**config.mk**
```make
export PLATFORM = sky130hd
export DESIGN_NAME = lc3b_execute_flat
export DESIGN_NICKNAME = d
export VERILOG_FILES = /design/src/design/lc3b_types.sv /design/src/design/lc3b_pipe_if.sv /design/src/design/lc3b_execute.sv /design/src/flat_wrapper.sv
export SDC_FILE = /design/constraint.sdc
export NUM_CORES = 1
export LEC_CHECK = 0
export ABC_CLOCK_PERIOD_IN_PS = 6500
export BUFFER_PORTS_ARGS = -buffer_cell sky130_fd_sc_hd__buf_2
export CAP_MARGIN = 25
export CORE_ASPECT_RATIO = 0.5
export CORE_MARGIN = 2
export CORE_UTILIZATION = 40
export DETAILED_ROUTE_END_ITERATION = 16
export RECOVER_POWER = 50
export SYNTH_ARGS = -nofsm -noshare
export SYNTH_HDL_FRONTEND = slang
export SYNTH_SLANG_ARGS = --single-unit
```
**constraint.sdc**
```tcl
create_clock -name clk -period 6.5 [get_ports clk]
set_clock_uncertainty 0.15 [all_clocks]
set_input_delay 0.65 -clock clk [delete_from_list [all_inputs] [get_ports clk]]
set_output_delay 0.65 -clock clk [all_outputs]
set_load 0.02 [all_outputs]
```
**src/design/lc3b_types.sv**
```systemverilog
`default_nettype none

package lc3b_types;

    typedef logic [15:0] lc3b_word;
    typedef logic [2:0]  lc3b_reg;

    typedef enum logic [3:0] {
        op_br   = 4'b0000,
        op_add  = 4'b0001,
        op_ldb  = 4'b0010,
        op_stb  = 4'b0011,
        op_jsr  = 4'b0100,
        op_and  = 4'b0101,
        op_ldr  = 4'b0110,
        op_str  = 4'b0111,
        op_rti  = 4'b1000,
        op_not  = 4'b1001,
        op_ldi  = 4'b1010,
        op_sti  = 4'b1011,
        op_jmp  = 4'b1100,
        op_shf  = 4'b1101,
        op_lea  = 4'b1110,
        op_trap = 4'b1111
    } lc3b_opcode;

    typedef enum logic [2:0] {
        lc3b_alu_op_pass,  // sr1 straight through
        lc3b_alu_op_add,
        lc3b_alu_op_and,
        lc3b_alu_op_not,
        lc3b_alu_op_sll,
        lc3b_alu_op_srl,
        lc3b_alu_op_sra
    } lc3b_alu_op;

    typedef enum logic [1:0] {
        lc3b_pc_mux_sel_pc_plus2,
        lc3b_pc_mux_sel_pcn,  // pc-relative target
        lc3b_pc_mux_sel_alu   // register target
    } lc3b_pc_mux_sel;

    typedef enum logic {
        lc3b_pc_adder_mux_sel_offset9,
        lc3b_pc_adder_mux_sel_offset11
    } lc3b_pc_adder_mux_sel;

    typedef enum logic [1:0] {
        lc3b_general_alu_mux_sel_sr2,
        lc3b_general_alu_mux_sel_imm5,
        lc3b_general_alu_mux_sel_imm4
    } lc3b_general_alu_mux_sel;

    typedef enum logic {
        lc3b_cc_gen_mux_sel_alu,
        lc3b_cc_gen_mux_sel_pcn
    } lc3b_cc_gen_mux_sel;

    typedef enum logic [1:0] {
        lc3b_regfile_data_mux_sel_alu,
        lc3b_regfile_data_mux_sel_pcn,
        lc3b_regfile_data_mux_sel_pc  // return address, pc+2
    } lc3b_regfile_data_mux_sel;

    typedef enum logic {
        lc3b_regfile_dest_mux_sel_dest,
        lc3b_regfile_dest_mux_sel_r7
    } lc3b_regfile_dest_mux_sel;

    // all-zero word: pc+2 and nothing else
    typedef struct packed {
        logic                     conditional_branch;
        lc3b_pc_mux_sel           pc_mux_sel;
        lc3b_pc_adder_mux_sel     pc_adder_mux_sel;
        lc3b_general_alu_mux_sel  general_alu_mux_sel;
        lc3b_alu_op               general_alu_op;
        logic                     cc_load;
        lc3b_cc_gen_mux_sel       cc_gen_mux_sel;
        lc3b_regfile_data_mux_sel regfile_data_mux_sel;
        lc3b_regfile_dest_mux_sel regfile_dest_mux_sel;
        logic                     regfile_load;
    } lc3b_control_word;

endpackage : lc3b_types

`default_nettype wire
```
**src/design/lc3b_pipe_if.sv**
```systemverilog
`timescale 1ns/1ns
`default_nettype none

// decode register to execute stage
interface id_ex_if import lc3b_types::*; ();
    logic             valid;
    lc3b_word         ir;
    lc3b_control_word ctrl;

    modport producer (
        output valid,
        output ir,
        output ctrl
    );

    modport consumer (
        input valid,
        input ir,
        input ctrl
    );
endinterface : id_ex_if

interface reg_port_if import lc3b_types::*; ();
    lc3b_reg  sr1;
    lc3b_reg  sr2;
    logic     load;
    lc3b_reg  dest;
    lc3b_word wdata;
    lc3b_word rdata1;
    lc3b_word rdata2;

    modport execute (
        output sr1,
        output sr2,
        output load,
        output dest,
        output wdata,
        input  rdata1,
        input  rdata2
    );

    modport regfile (
        input  sr1,
        input  sr2,
        input  load,
        input  dest,
        input  wdata,
        output rdata1,
        output rdata2
    );
endinterface : reg_port_if

`default_nettype wire

```
**src/design/lc3b_execute.sv**
```systemverilog
`timescale 1ns/1ns
`default_nettype none

module lc3b_execute import lc3b_types::*; (
    input  logic        clk,
    input  logic        rst,
    id_ex_if.consumer   id_ex,
    reg_port_if.execute rp,
    output lc3b_word    pc,
    output logic [2:0]  cc
);

    lc3b_control_word ctrl;
    lc3b_word         ir;
    lc3b_word         alu_b;
    lc3b_word         alu_out;
    lc3b_word         pc_plus2;
    lc3b_word         pc_offset;
    lc3b_word         pcn;
    lc3b_word         pc_next;
    lc3b_word         cc_data;
    logic [2:0]       cc_next;
    logic             br_taken;

    assign ir   = id_ex.ir;
    assign ctrl = id_ex.ctrl;

    assign rp.sr1 = ir[8:6];  // sr1 and baser share a field
    assign rp.sr2 = ir[2:0];

    always_comb begin
        case (ctrl.general_alu_mux_sel)
            lc3b_general_alu_mux_sel_imm5: alu_b = {{11{ir[4]}}, ir[4:0]};
            lc3b_general_alu_mux_sel_imm4: alu_b = {12'b0, ir[3:0]};
            default:                       alu_b = rp.rdata2;
        endcase

        case (ctrl.general_alu_op)
            lc3b_alu_op_add: alu_out = rp.rdata1 + alu_b;
            lc3b_alu_op_and: alu_out = rp.rdata1 & alu_b;
            lc3b_alu_op_not: alu_out = ~rp.rdata1;
            lc3b_alu_op_sll: alu_out = rp.rdata1 << alu_b[3:0];
            lc3b_alu_op_srl: alu_out = rp.rdata1 >> alu_b[3:0];
            lc3b_alu_op_sra: alu_out = lc3b_word'($signed(rp.rdata1) >>> alu_b[3:0]);
            default:         alu_out = rp.rdata1;  // pass
        endcase
    end

    assign pc_plus2  = pc + 16'd2;
    assign pc_offset = (ctrl.pc_adder_mux_sel == lc3b_pc_adder_mux_sel_offset11) ?
                       {{4{ir[10]}}, ir[10:0], 1'b0} : {{6{ir[8]}}, ir[8:0], 1'b0};
    assign pcn       = pc_plus2 + pc_offset;
    assign br_taken  = |(ir[11:9] & cc);  // nzp mask against current cc

    always_comb begin
        case (ctrl.pc_mux_sel)
            lc3b_pc_mux_sel_pcn: pc_next = pcn;
            lc3b_pc_mux_sel_alu: pc_next = alu_out;
            default:             pc_next = pc_plus2;
        endcase
        if (ctrl.conditional_branch && !br_taken)
            pc_next = pc_plus2;

        case (ctrl.regfile_data_mux_sel)
            lc3b_regfile_data_mux_sel_pcn: rp.wdata = pcn;
            lc3b_regfile_data_mux_sel_pc:  rp.wdata = pc_plus2;  // link address
            default:                       rp.wdata = alu_out;
        endcase
    end

    assign cc_data = (ctrl.cc_gen_mux_sel == lc3b_cc_gen_mux_sel_pcn) ? pcn : alu_out;
    assign cc_next = cc_data[15] ? 3'b100 : ((cc_data == '0) ? 3'b010 : 3'b001);

    assign rp.dest = (ctrl.regfile_dest_mux_sel == lc3b_regfile_dest_mux_sel_r7) ?
                     3'd7 : ir[11:9];
    assign rp.load = id_ex.valid & ctrl.regfile_load;

    always_ff @(posedge clk) begin
        if (rst) begin
            pc <= '0;
            cc <= '0;
        end else if (id_ex.valid) begin
            pc <= pc_next;
            if (ctrl.cc_load)
                cc <= cc_next;
        end
    end

    // decode must flush the control word between pushes
    a_load_valid: assert property (@(posedge clk) disable iff (rst)
        id_ex.ctrl.regfile_load |-> id_ex.valid)
        else $error("execute: regfile_load without a valid instruction");

endmodule : lc3b_execute

`default_nettype wire

```
**src/flat_wrapper.sv**
```systemverilog
// flat-port wrapper written by rule: the top's interface ports become plain ports
module lc3b_execute_flat import lc3b_types::*;
  (clk, rst, pc, cc, id_ex_valid, id_ex_ir, id_ex_ctrl, rp_sr1, rp_sr2, rp_load, rp_dest, rp_wdata, rp_rdata1, rp_rdata2);
  id_ex_if id_ex_i ();
  reg_port_if rp_i ();
  input  logic clk;
  input  logic rst;
  output lc3b_word pc;
  output logic [2:0] cc;
  input wire logic [$bits(id_ex_i.valid)-1:0] id_ex_valid;
  input wire logic [$bits(id_ex_i.ir)-1:0] id_ex_ir;
  input wire logic [$bits(id_ex_i.ctrl)-1:0] id_ex_ctrl;
  output wire logic [$bits(rp_i.sr1)-1:0] rp_sr1;
  output wire logic [$bits(rp_i.sr2)-1:0] rp_sr2;
  output wire logic [$bits(rp_i.load)-1:0] rp_load;
  output wire logic [$bits(rp_i.dest)-1:0] rp_dest;
  output wire logic [$bits(rp_i.wdata)-1:0] rp_wdata;
  input wire logic [$bits(rp_i.rdata1)-1:0] rp_rdata1;
  input wire logic [$bits(rp_i.rdata2)-1:0] rp_rdata2;
  assign id_ex_i.valid = id_ex_valid;
  assign id_ex_i.ir = id_ex_ir;
  assign id_ex_i.ctrl = id_ex_ctrl;
  assign rp_sr1 = rp_i.sr1;
  assign rp_sr2 = rp_i.sr2;
  assign rp_load = rp_i.load;
  assign rp_dest = rp_i.dest;
  assign rp_wdata = rp_i.wdata;
  assign rp_i.rdata1 = rp_rdata1;
  assign rp_i.rdata2 = rp_rdata2;
  lc3b_execute u_core (.clk(clk), .rst(rst), .id_ex(id_ex_i), .rp(rp_i), .pc(pc), .cc(cc));
endmodule
```
==> metrics, run 1 <==
share of layout cells above drive strength 1=12.65%; Synth Area per Inst=approximately 6.6 um2; Final Max Slew Viols=0; EDFF count, synth=0; Syn Nets=around 960; TritonCTS clock tree=done; Routed WL=24,030 um; first-pass GRT wire length=37,200 um; post_cts resized=0; final hold violations=0; Slew HR=a little under 30%; WP data required=between 5 and 6 ns; setup TNS=0 ns; Root Driver=clkbuf_16; chip height=slightly below 90 um; Unique masters post-synth=75; antenna diode count=0; DRC viols=0; clock buffer depth=2; drt wl/cell=21.83 um; Worst-Margin Slew=~1.1 ns; met2 WL=~10,000 um; area of the multi-input gates=between 4000 and 5000 um2; Yosys warning total=0; antenna violations before repair=0; Die ar.=between 15,000 and 20,000 um2; pre-CTS WS=~1.2 ns; met1 wire length=10,870 um; Clock transition at path regs=roughly 0.050 ns; grt total ovfl=0; Max Used Layer=met4; period utilisation layout=a little under nine tenths; Rows=30; Starting Density=41.09%; sequential fraction of the synthesis area=a little under 7%; crit path DAT=4.77 ns; worst reg2reg path depth=14; Layout Nets=around 1,000; core footprint=around 14,000 um2; Num CTS Buffers=3; most frequent cells in the layout=a21oi_1, buf_2, nand2_1, o21ai_0, nor2_1; Post-Syn Instances=between 800 and 900; Crit Path Class=input port to primary output; status=finished clean; minimum clock period=roughly 5.6 ns; Max-cap violations=0; Pleak=approximately 2.5 nW; Max FO, Critical Path=29; top_reg_cell synth=dfxtp_1; vias per cell=6.614; Detailed Route Iter0 Violations=a little under 700; Critical Path Sink Type=primary output; postcts setup bufs=0; Die X-Extent=171.3 um; peak supply drop=0.08402 mV; Worst-Skew Late Latency=roughly 0.25 ns; CTS sink count=19; unrepaired setup endpoints after global routing=no; htree depth=1; Pwr Density=about 160 nW/um2; Layout area overhead=11.35%; metal3 WL=~2500 um; crit path launch type=input port; DRT antenna net count=0; asr flop ratio synth=0%; pin count of the biggest net entering global routing=45; Hold-fix buffers, CTS=0; Hold/Removal Path Class=flop to flop; Seq. cell area=between 300 and 400 um2; Pre-antenna DRT Iters=5; gpl congestion=roughly 1.0; GRT Total Usage=roughly a third; vias in the first global route=roughly 6,500; Via Count=7,282; Ports=about 110; commonest non-fill, non-tap cell in the layout=a21oi_1; hold depth=2; worst setup margin=approximately 0.93 ns; setup violators final=0; # fillers=1,467; Detail Placement HPWL=~19,000 um; highest clock rate=approximately 180 MHz; Yosys reg bits=19; Port Buffer Count=~110; area of the mapped netlist=5599 um2
-- kinds of logic after synthesis --
family | after synthesis | share of synthesized area (%)
adder cells (fa/ha/maj) | 41 | 9.430
flip-flops | 19 | 6.793
multiplexers | 20 | 4.112
XOR/XNOR | 31 | 4.849
AND/OR/NAND/NOR | 259 | 22.53
AO/OA/AOI/OAI | 365 | 43.89
buffers and inverters | 116 | 8.402
-- layer usage --
| metal | global-route usage (%) | vias up |
|---|---|---|
| met1 | 45.31 | 3440 |
| met2 | 48.46 | 418 |
| met5 | 0 | - |
| li1 | - | 3379 |
| met4 | 9.168 | 0 |
| met3 | 5.648 | 45 |
-- flip-flops by register name (all words and copies together) (netlist names) --
| name | count |
|---|---|
| u_core.cc | 3 |
| u_core.pc | 16 |
-- power breakdown --
group / switching, W / internal, W / total [W]
sequential: 0.0000114 / 0.000125 / 0.000137
combinational: 0.000492 / 0.000252 / 0.000744
clock: 0.0000438 / 0.0000835 / 0.000127
total: 0.000547 / 0.000460 / 0.00101
-- layout make-up --
cell class	instances	share of cell area, %
multi-input cells	716	76.22
repair buffers	119	9.492
well taps	192	3.853
flip-flops and latches	19	6.101
inverters	51	3.070
clock buffers	4	1.264
-- cell usage after synthesis (all sizes together) (9+ instances only) --
master,n,share of area (%)
a21oi,81,7.2
o21ai,79,7.3
nand2,75,5.2
nor2,59,4.0
inv,49,3.3
clkbuf,44,3.0
ha,39,8.7
o211ai,34,4.6
nand3,24,2.1
buf,21,2.0
nor3,20,1.8
xnor2,20,3.1
a211oi,19,2.6
dfxtp,19,6.8
a221oi,18,2.8
a22oi,14,1.9
a31oi,14,1.6
mux2i,14,2.5
o22ai,14,1.6
nand2b,13,1.5
nor4,11,1.2
xor2,11,1.7
and3,10,1.1
o21a,9,1.2
-- through the flow --
stage               area [um2]  std cells  hold WS, ns  power [W]  util [%]
floorplan                 5599        851       0.4212  0.0006354         -
global placement          6192       1097       0.3492  0.0008611     45.45
detailed placement        6192       1097       0.3600  0.0008620     45.45
CTS                       6271       1101       0.3677  0.0009911     46.02
global route              6235       1101       0.3929   0.001076     45.76
finish                    6235       1101       0.3761   0.001008     45.76
-- critical path, stage by stage --
cell     delay (ns)
buf_2          0.09
inv_1          0.04
ha_1           0.38
buf_4          0.25
o21ai_2        0.26
buf_4          0.37
inv_1          0.50
ha_1           0.45
nor2_1         0.22
nor2_1         0.11
a21oi_1        0.14
o21ai_0        0.09
o32ai_1        0.75
a21oi_1        0.21
buf_2          0.22
-- path summary, 6_finish.rpt --
check	start	endpoint	slack, ns
worst max-delay path	id_ex_ctrl[9]	rp_wdata[10]	0.93
worst min-delay path	u_core.pc[14]	u_core.pc[14]	0.38
worst max register to register	u_core.pc[1]	u_core.cc[1]	2.15
worst min register to register	u_core.pc[14]	u_core.pc[14]	0.38
Power figures use the tool's default switching activity.
==> run 2: changes to the inputs <==
- CORE_MARGIN: 2 -> not set
- RECOVER_POWER: 50 -> 100
==> run 2 against run 1 <==
Net effect: core utilization fell by 0.20 points; sequential share of layout area barely moved; final cell count fell by 0.18%; clock-buffer cell count did not move; final area fell by 0.70%; fmax fell by 7.9%; critical path depth did not move; largest cell class unchanged; first-iteration DRC count fell by 5.6%; combinational power fell by 2.8%.
==> metrics, run 2 (same netlist as run 1, synthesis figures left out) <==
Clock transition at path regs=~0.050 ns; vias in the first global route=~6,300; Pre-antenna DRT Iters=5; Worst-Margin Slew=about 1.2 ns; DRT antenna net count=0; Slew HR=19.30%; pin count of the biggest net entering global routing=about 40; status=finished clean; postcts setup bufs=0; crit path launch=id_ex_ctrl[9]; unrepaired setup endpoints after global routing=no; hold depth=2; peak supply drop=~0.076 mV; Hold EP=u_core.pc[5]; TritonCTS clock tree=done; Hold WS=around 0.37 ns; Ports=111; placed cell count=around 1,100; DRC viols=0; grt total ovfl=0; flop2flop setup slack=between 2 and 2.5 ns; Worst R2R End=u_core.cc[1]; most frequent cells in the layout=a21oi_1, o21ai_0, nand2_1; highest clock rate=165.4 MHz; gpl congestion=between 1 and 1.5; minimum clock period=~6 ns; Detail Placement HPWL=between 15,000 and 20,000 um; drt wl/cell=20.58 um; RR Startpoint=u_core.pc[1]; first-pass GRT wire length=around 35,000 um; antenna violations before repair=0; WP data required=roughly 5.7 ns; Port Buffer Count=~110; core footprint=13,590 um2; final hold violations=0; setup violators final=0; Crit. path cell count=15; post_cts resized=0; Hold/Removal Path Class=flop to flop; Non-Filler Instances=about 1,100; biggest regs=u_core.pc (16), u_core.cc (3); clock buffer depth=2; antenna diode count=0; Pwr Density=around 160 nW/um2; Layout Nets=approximately 1,000; setup TNS=0 ns; crit path launch type=input port; CTS sink count=19; CP Cell Sequence=buf_2, inv_1, ha_1, clkbuf_1, nand2_4, o21ai_4, inv_2, buf_4, o21ai_0, o21ai_0, a21boi_0, a211oi_1, a211oi_1, a21oi_1, clkbuf_1; max FFs per register=16; chip height=85.66 um; Worst Hold Launch=u_core.pc[5]; largest register by flop count=u_core.pc; Root Driver=clkbuf_16; period utilisation layout=a little over 90%; Final Max Slew Viols=0; Rows=30; Max-cap violations=0; slowest CP cell=a211oi_1; Routed WL=22,610 um; Max FO, Critical Path=40; crit path DAT=5.24 ns; htree depth=1; Hold-fix buffers, CTS=0; Num CTS Buffers=3; Layout area overhead=10.57%; Worst-Skew Late Latency=about 0.25 ns; Pleak=2.410 nW; share of layout cells above drive strength 1=10.58%; critical path's largest stage delay=1.00 ns; Via Count=7,156; Detailed Route Iter0 Violations=around 640; worst reg2reg path depth=14; Starting Density=about two fifths; Die ar.=14,500 um2; vias per cell=approximately 6.5; Worst path top cell family by delay=compound AO/OA/AOI/OAI gates; Critical Path Sink Type=primary output; commonest non-fill, non-tap cell in the layout=a21oi_1; Die X-Extent=between 150 and 200 um; Buf/Inv on CP=6; Crit Path Class=input port to primary output; GRT Total Usage=a little under a third
run 2: cell count changes in the layout (fill, tap and decap cells not counted):
cell,before,now
clkbuf_1,30,47
buf_2,77,61
buf_4,13,10
a211oi_1,18,19
a211oi_2,1,0
and2_0,0,1
and2_1,8,7
inv_1,48,47
inv_2,1,2
o21ai_0,74,75
o21ai_1,2,1
run 2: worst register-to-register path: cells and delay by family (launching register included):
kind	cells	cell delay, ns
flip-flops	1	0.46
XOR/XNOR	1	0.36
AND/OR/NAND/NOR	4	0.54
adder cells (fa/ha/maj)	2	0.69
AO/OA/AOI/OAI	7	2.13
run 2: worst max-delay path by stage:
stage,endpoint
3_5_place_dp,rp_wdata[10]
2_1_floorplan,rp_wdata[12]
3_3_place_gp,rp_wdata[10]
6_report,rp_wdata[15]
5_1_grt,rp_wdata[10]
4_1_cts,rp_wdata[10]
run 2: per-layer routing:
layer	routed length, um	track usage [%]	vias up
li1	-	-	3383
met4	507	8.272	0
met2	9414	47.33	433
met1	10120	43.09	3307
met5	0	0	-
met3	2569	5.307	33
run 2: cell type report:
class	count	area (um2)
fill	1495	7397
sequential	19	380.4
tap	192	240.2
timing repair buffer	117	553.0
inverter	51	191.4
clock buffer	4	78.83
multi-input combinational	716	4747
run 2: report_power, final:
group | switching [W] | internal, W
clock network | 0.0000441 | 0.0000835
logic | 0.000480 | 0.000243
registers | 0.0000124 | 0.000125
run 2: stage by stage:
step	instance area (um2)	setup WS [ns]	util, %	total power (W)
6_report	6191	0.4555	45.56	0.0009885
5_1_grt	6191	0.2419	45.56	0.001055
4_1_cts	6256	0.9700	46.04	0.0009771
3_5_place_dp	6177	0.9860	45.46	0.0008473
3_3_place_gp	6177	0.9980	45.46	0.0008463
2_1_floorplan	5599	1.702	-	0.0006354
==> run 3: changes to the inputs <==
- REMOVE_ABC_BUFFERS: not set -> 1
- SKIP_CTS_REPAIR_TIMING: not set -> 1
- SKIP_LAST_GASP: not set -> 1
==> run 3 against run 2 <==
Net effect: via count up 2.4%; fmax grew 0.98%; global-route usage grew 1.3 points; sequential share of layout area about the same; combinational power increased by 2%; clock power up 8%; first-iteration DRC count grew 27%; non-clock buffer count is 5 higher; final cell count increased by 0.64%; sequential power about the same; total power rose by 2.1%.
==> metrics, run 3 (same netlist as run 1, synthesis figures left out) <==
status=finished clean; Layout area overhead=11.28%; commonest non-fill, non-tap cell in the layout=a21oi_1; Ports=approximately 110; most frequent cells in the layout=a21oi_1, o21ai_0, nand2_1; met3 Resource Use GR=between 7 and 8%; Starting Density=41.21%; Die ar.=around 15,000 um2; setup violators final=0; slowest CP cell=ha_1; Pwr Density=162.0 nW/um2; # fillers=1,482; critical path's largest stage delay=approximately 0.75 ns; share of layout cells above drive strength 1=around 11%; DRT antenna net count=0; Non-Filler Instances=around 1,100; drt wl/cell=21.58 um; Root Driver=clkbuf_16; Die X-Extent=roughly 170 um; period utilisation layout=between 90% and 100%; Via Count=7,329; Routed WL=~24,000 um; Final Max Slew Viols=0; Worst-Margin Slew=1.205 ns; Detailed Route Iter0 Violations=a little over 800; Worst path top cell family by delay=compound AO/OA/AOI/OAI gates; clock buffer depth=2; highest clock rate=167.1 MHz; Max FO, Critical Path=29; Critical Path Sink Type=primary output; TritonCTS clock tree=done; pin count of the biggest net entering global routing=44; minimum clock period=~6 ns; first-pass GRT wire length=approximately 36,000 um; Hold/Removal Path Class=flop to flop; met2 usage=roughly half; Layout Nets=1,020; Worst-Skew Late Latency=about 0.26 ns; GR peak layer=met2; Clock transition at path regs=0.06 ns; Port Buffer Count=between 100 and 150; chip height=~86 um; Num CTS Buffers=3; peak supply drop=between 0.07 and 0.08 mV; largest register by flop count=u_core.pc; GRT Total Usage=31.71%; setup TNS=0 ns; final hold violations=0; core footprint=13,590 um2; biggest regs=u_core.pc (16), u_core.cc (3); crit path DAT=slightly above 5 ns; Crit Path Class=input port to primary output; grt total ovfl=0; gpl congestion=1.029; crit path launch type=input port; Pleak=roughly 2.4 nW; CP Cell Sequence=buf_2, inv_1, ha_1, o21ai_0, buf_4, inv_1, o211ai_1, nand3_1, a21boi_0, a211oi_1, a211oi_1, a21oi_1, clkbuf_1; Buf/Inv on CP=5; Slew HR=about a fifth; Detail Placement HPWL=18,320 um; GR Layer Usage met1=44.15%; Pre-antenna DRT Iters=6; CTS sink count=19; placed cell count=~1,100; WP data required=around 5.7 ns; Layout Utilization=45.86%; Hold WS=roughly 0.37 ns; Rows=30; antenna violations before repair=2; htree depth=1; max FFs per register=16; DRC viols=0; Max-cap violations=0; vias per cell=between 6 and 7; vias in the first global route=about 6,300; unrepaired setup endpoints after global routing=no
run 3: cell count changes in the layout (fill, tap and decap cells not counted), sizes merged:
cell    delta
diode      +2
clkbuf     -1
buf        +6
run 3: metal layers:
metal  share of wire (%)  wire length (um)  vias to the layer above
met5                   0                 0                        -
met2                  41              9812                      441
li1                    -                 -                     3390
met3                  11              2722                       64
met1                  45             10640                     3434
met4                 2.9               688                        0
run 3: final timing paths:
kind                                    start            to  slack (ns)  cells after the start
worst min register to register   u_core.pc[5]  u_core.pc[5]        0.37                      2
worst max register to register   u_core.pc[1]  u_core.cc[1]        2.23                     14
worst max-delay path            id_ex_ctrl[9]  rp_wdata[15]        0.51                     13
worst min-delay path             u_core.pc[5]  u_core.pc[5]        0.37                      2
run 3: final cells by class:
class	count	area [um2]	share of cell area [%]
diodes	2	5.005	0.08032
clock buffers	4	78.83	1.265
inverters	51	191.4	3.072
multi-input cells	716	4743	76.12
flip-flops and latches	19	380.4	6.104
well taps	192	240.2	3.855
repair buffers	122	591.8	9.498
run 3: worst register-to-register path, delay by kind of cell, from the launching register on:
| kind | cells | cell delay (ns) |
|---|---|---|
| AO/OA/AOI/OAI | 7 | 2.02 |
| XOR/XNOR | 1 | 0.28 |
| flip-flops | 1 | 0.45 |
| AND/OR/NAND/NOR | 4 | 0.60 |
| adder cells (fa/ha/maj) | 2 | 0.66 |
run 3: per-stage QoR:
step / cell area, um2 / total power (W) / worst slack [ns]
after floorplan: 5320 / 0.0006072 / 0.7008
after global placement: 6215 / 0.0008565 / 0.8312
after detailed placement: 6215 / 0.0008585 / 0.7747
after CTS: 6294 / 0.0009944 / 0.7669
after global routing: 6226 / 0.001070 / 0.3256
final: 6231 / 0.001009 / 0.5144
run 3: power breakdown:
group	switching (W)	total, W	internal, W
sequential	0.0000116	0.000137	0.000125
clock	0.0000539	0.000138	0.0000839
combinational	0.000488	0.000735	0.000247
total	0.000554	0.00101	0.000456
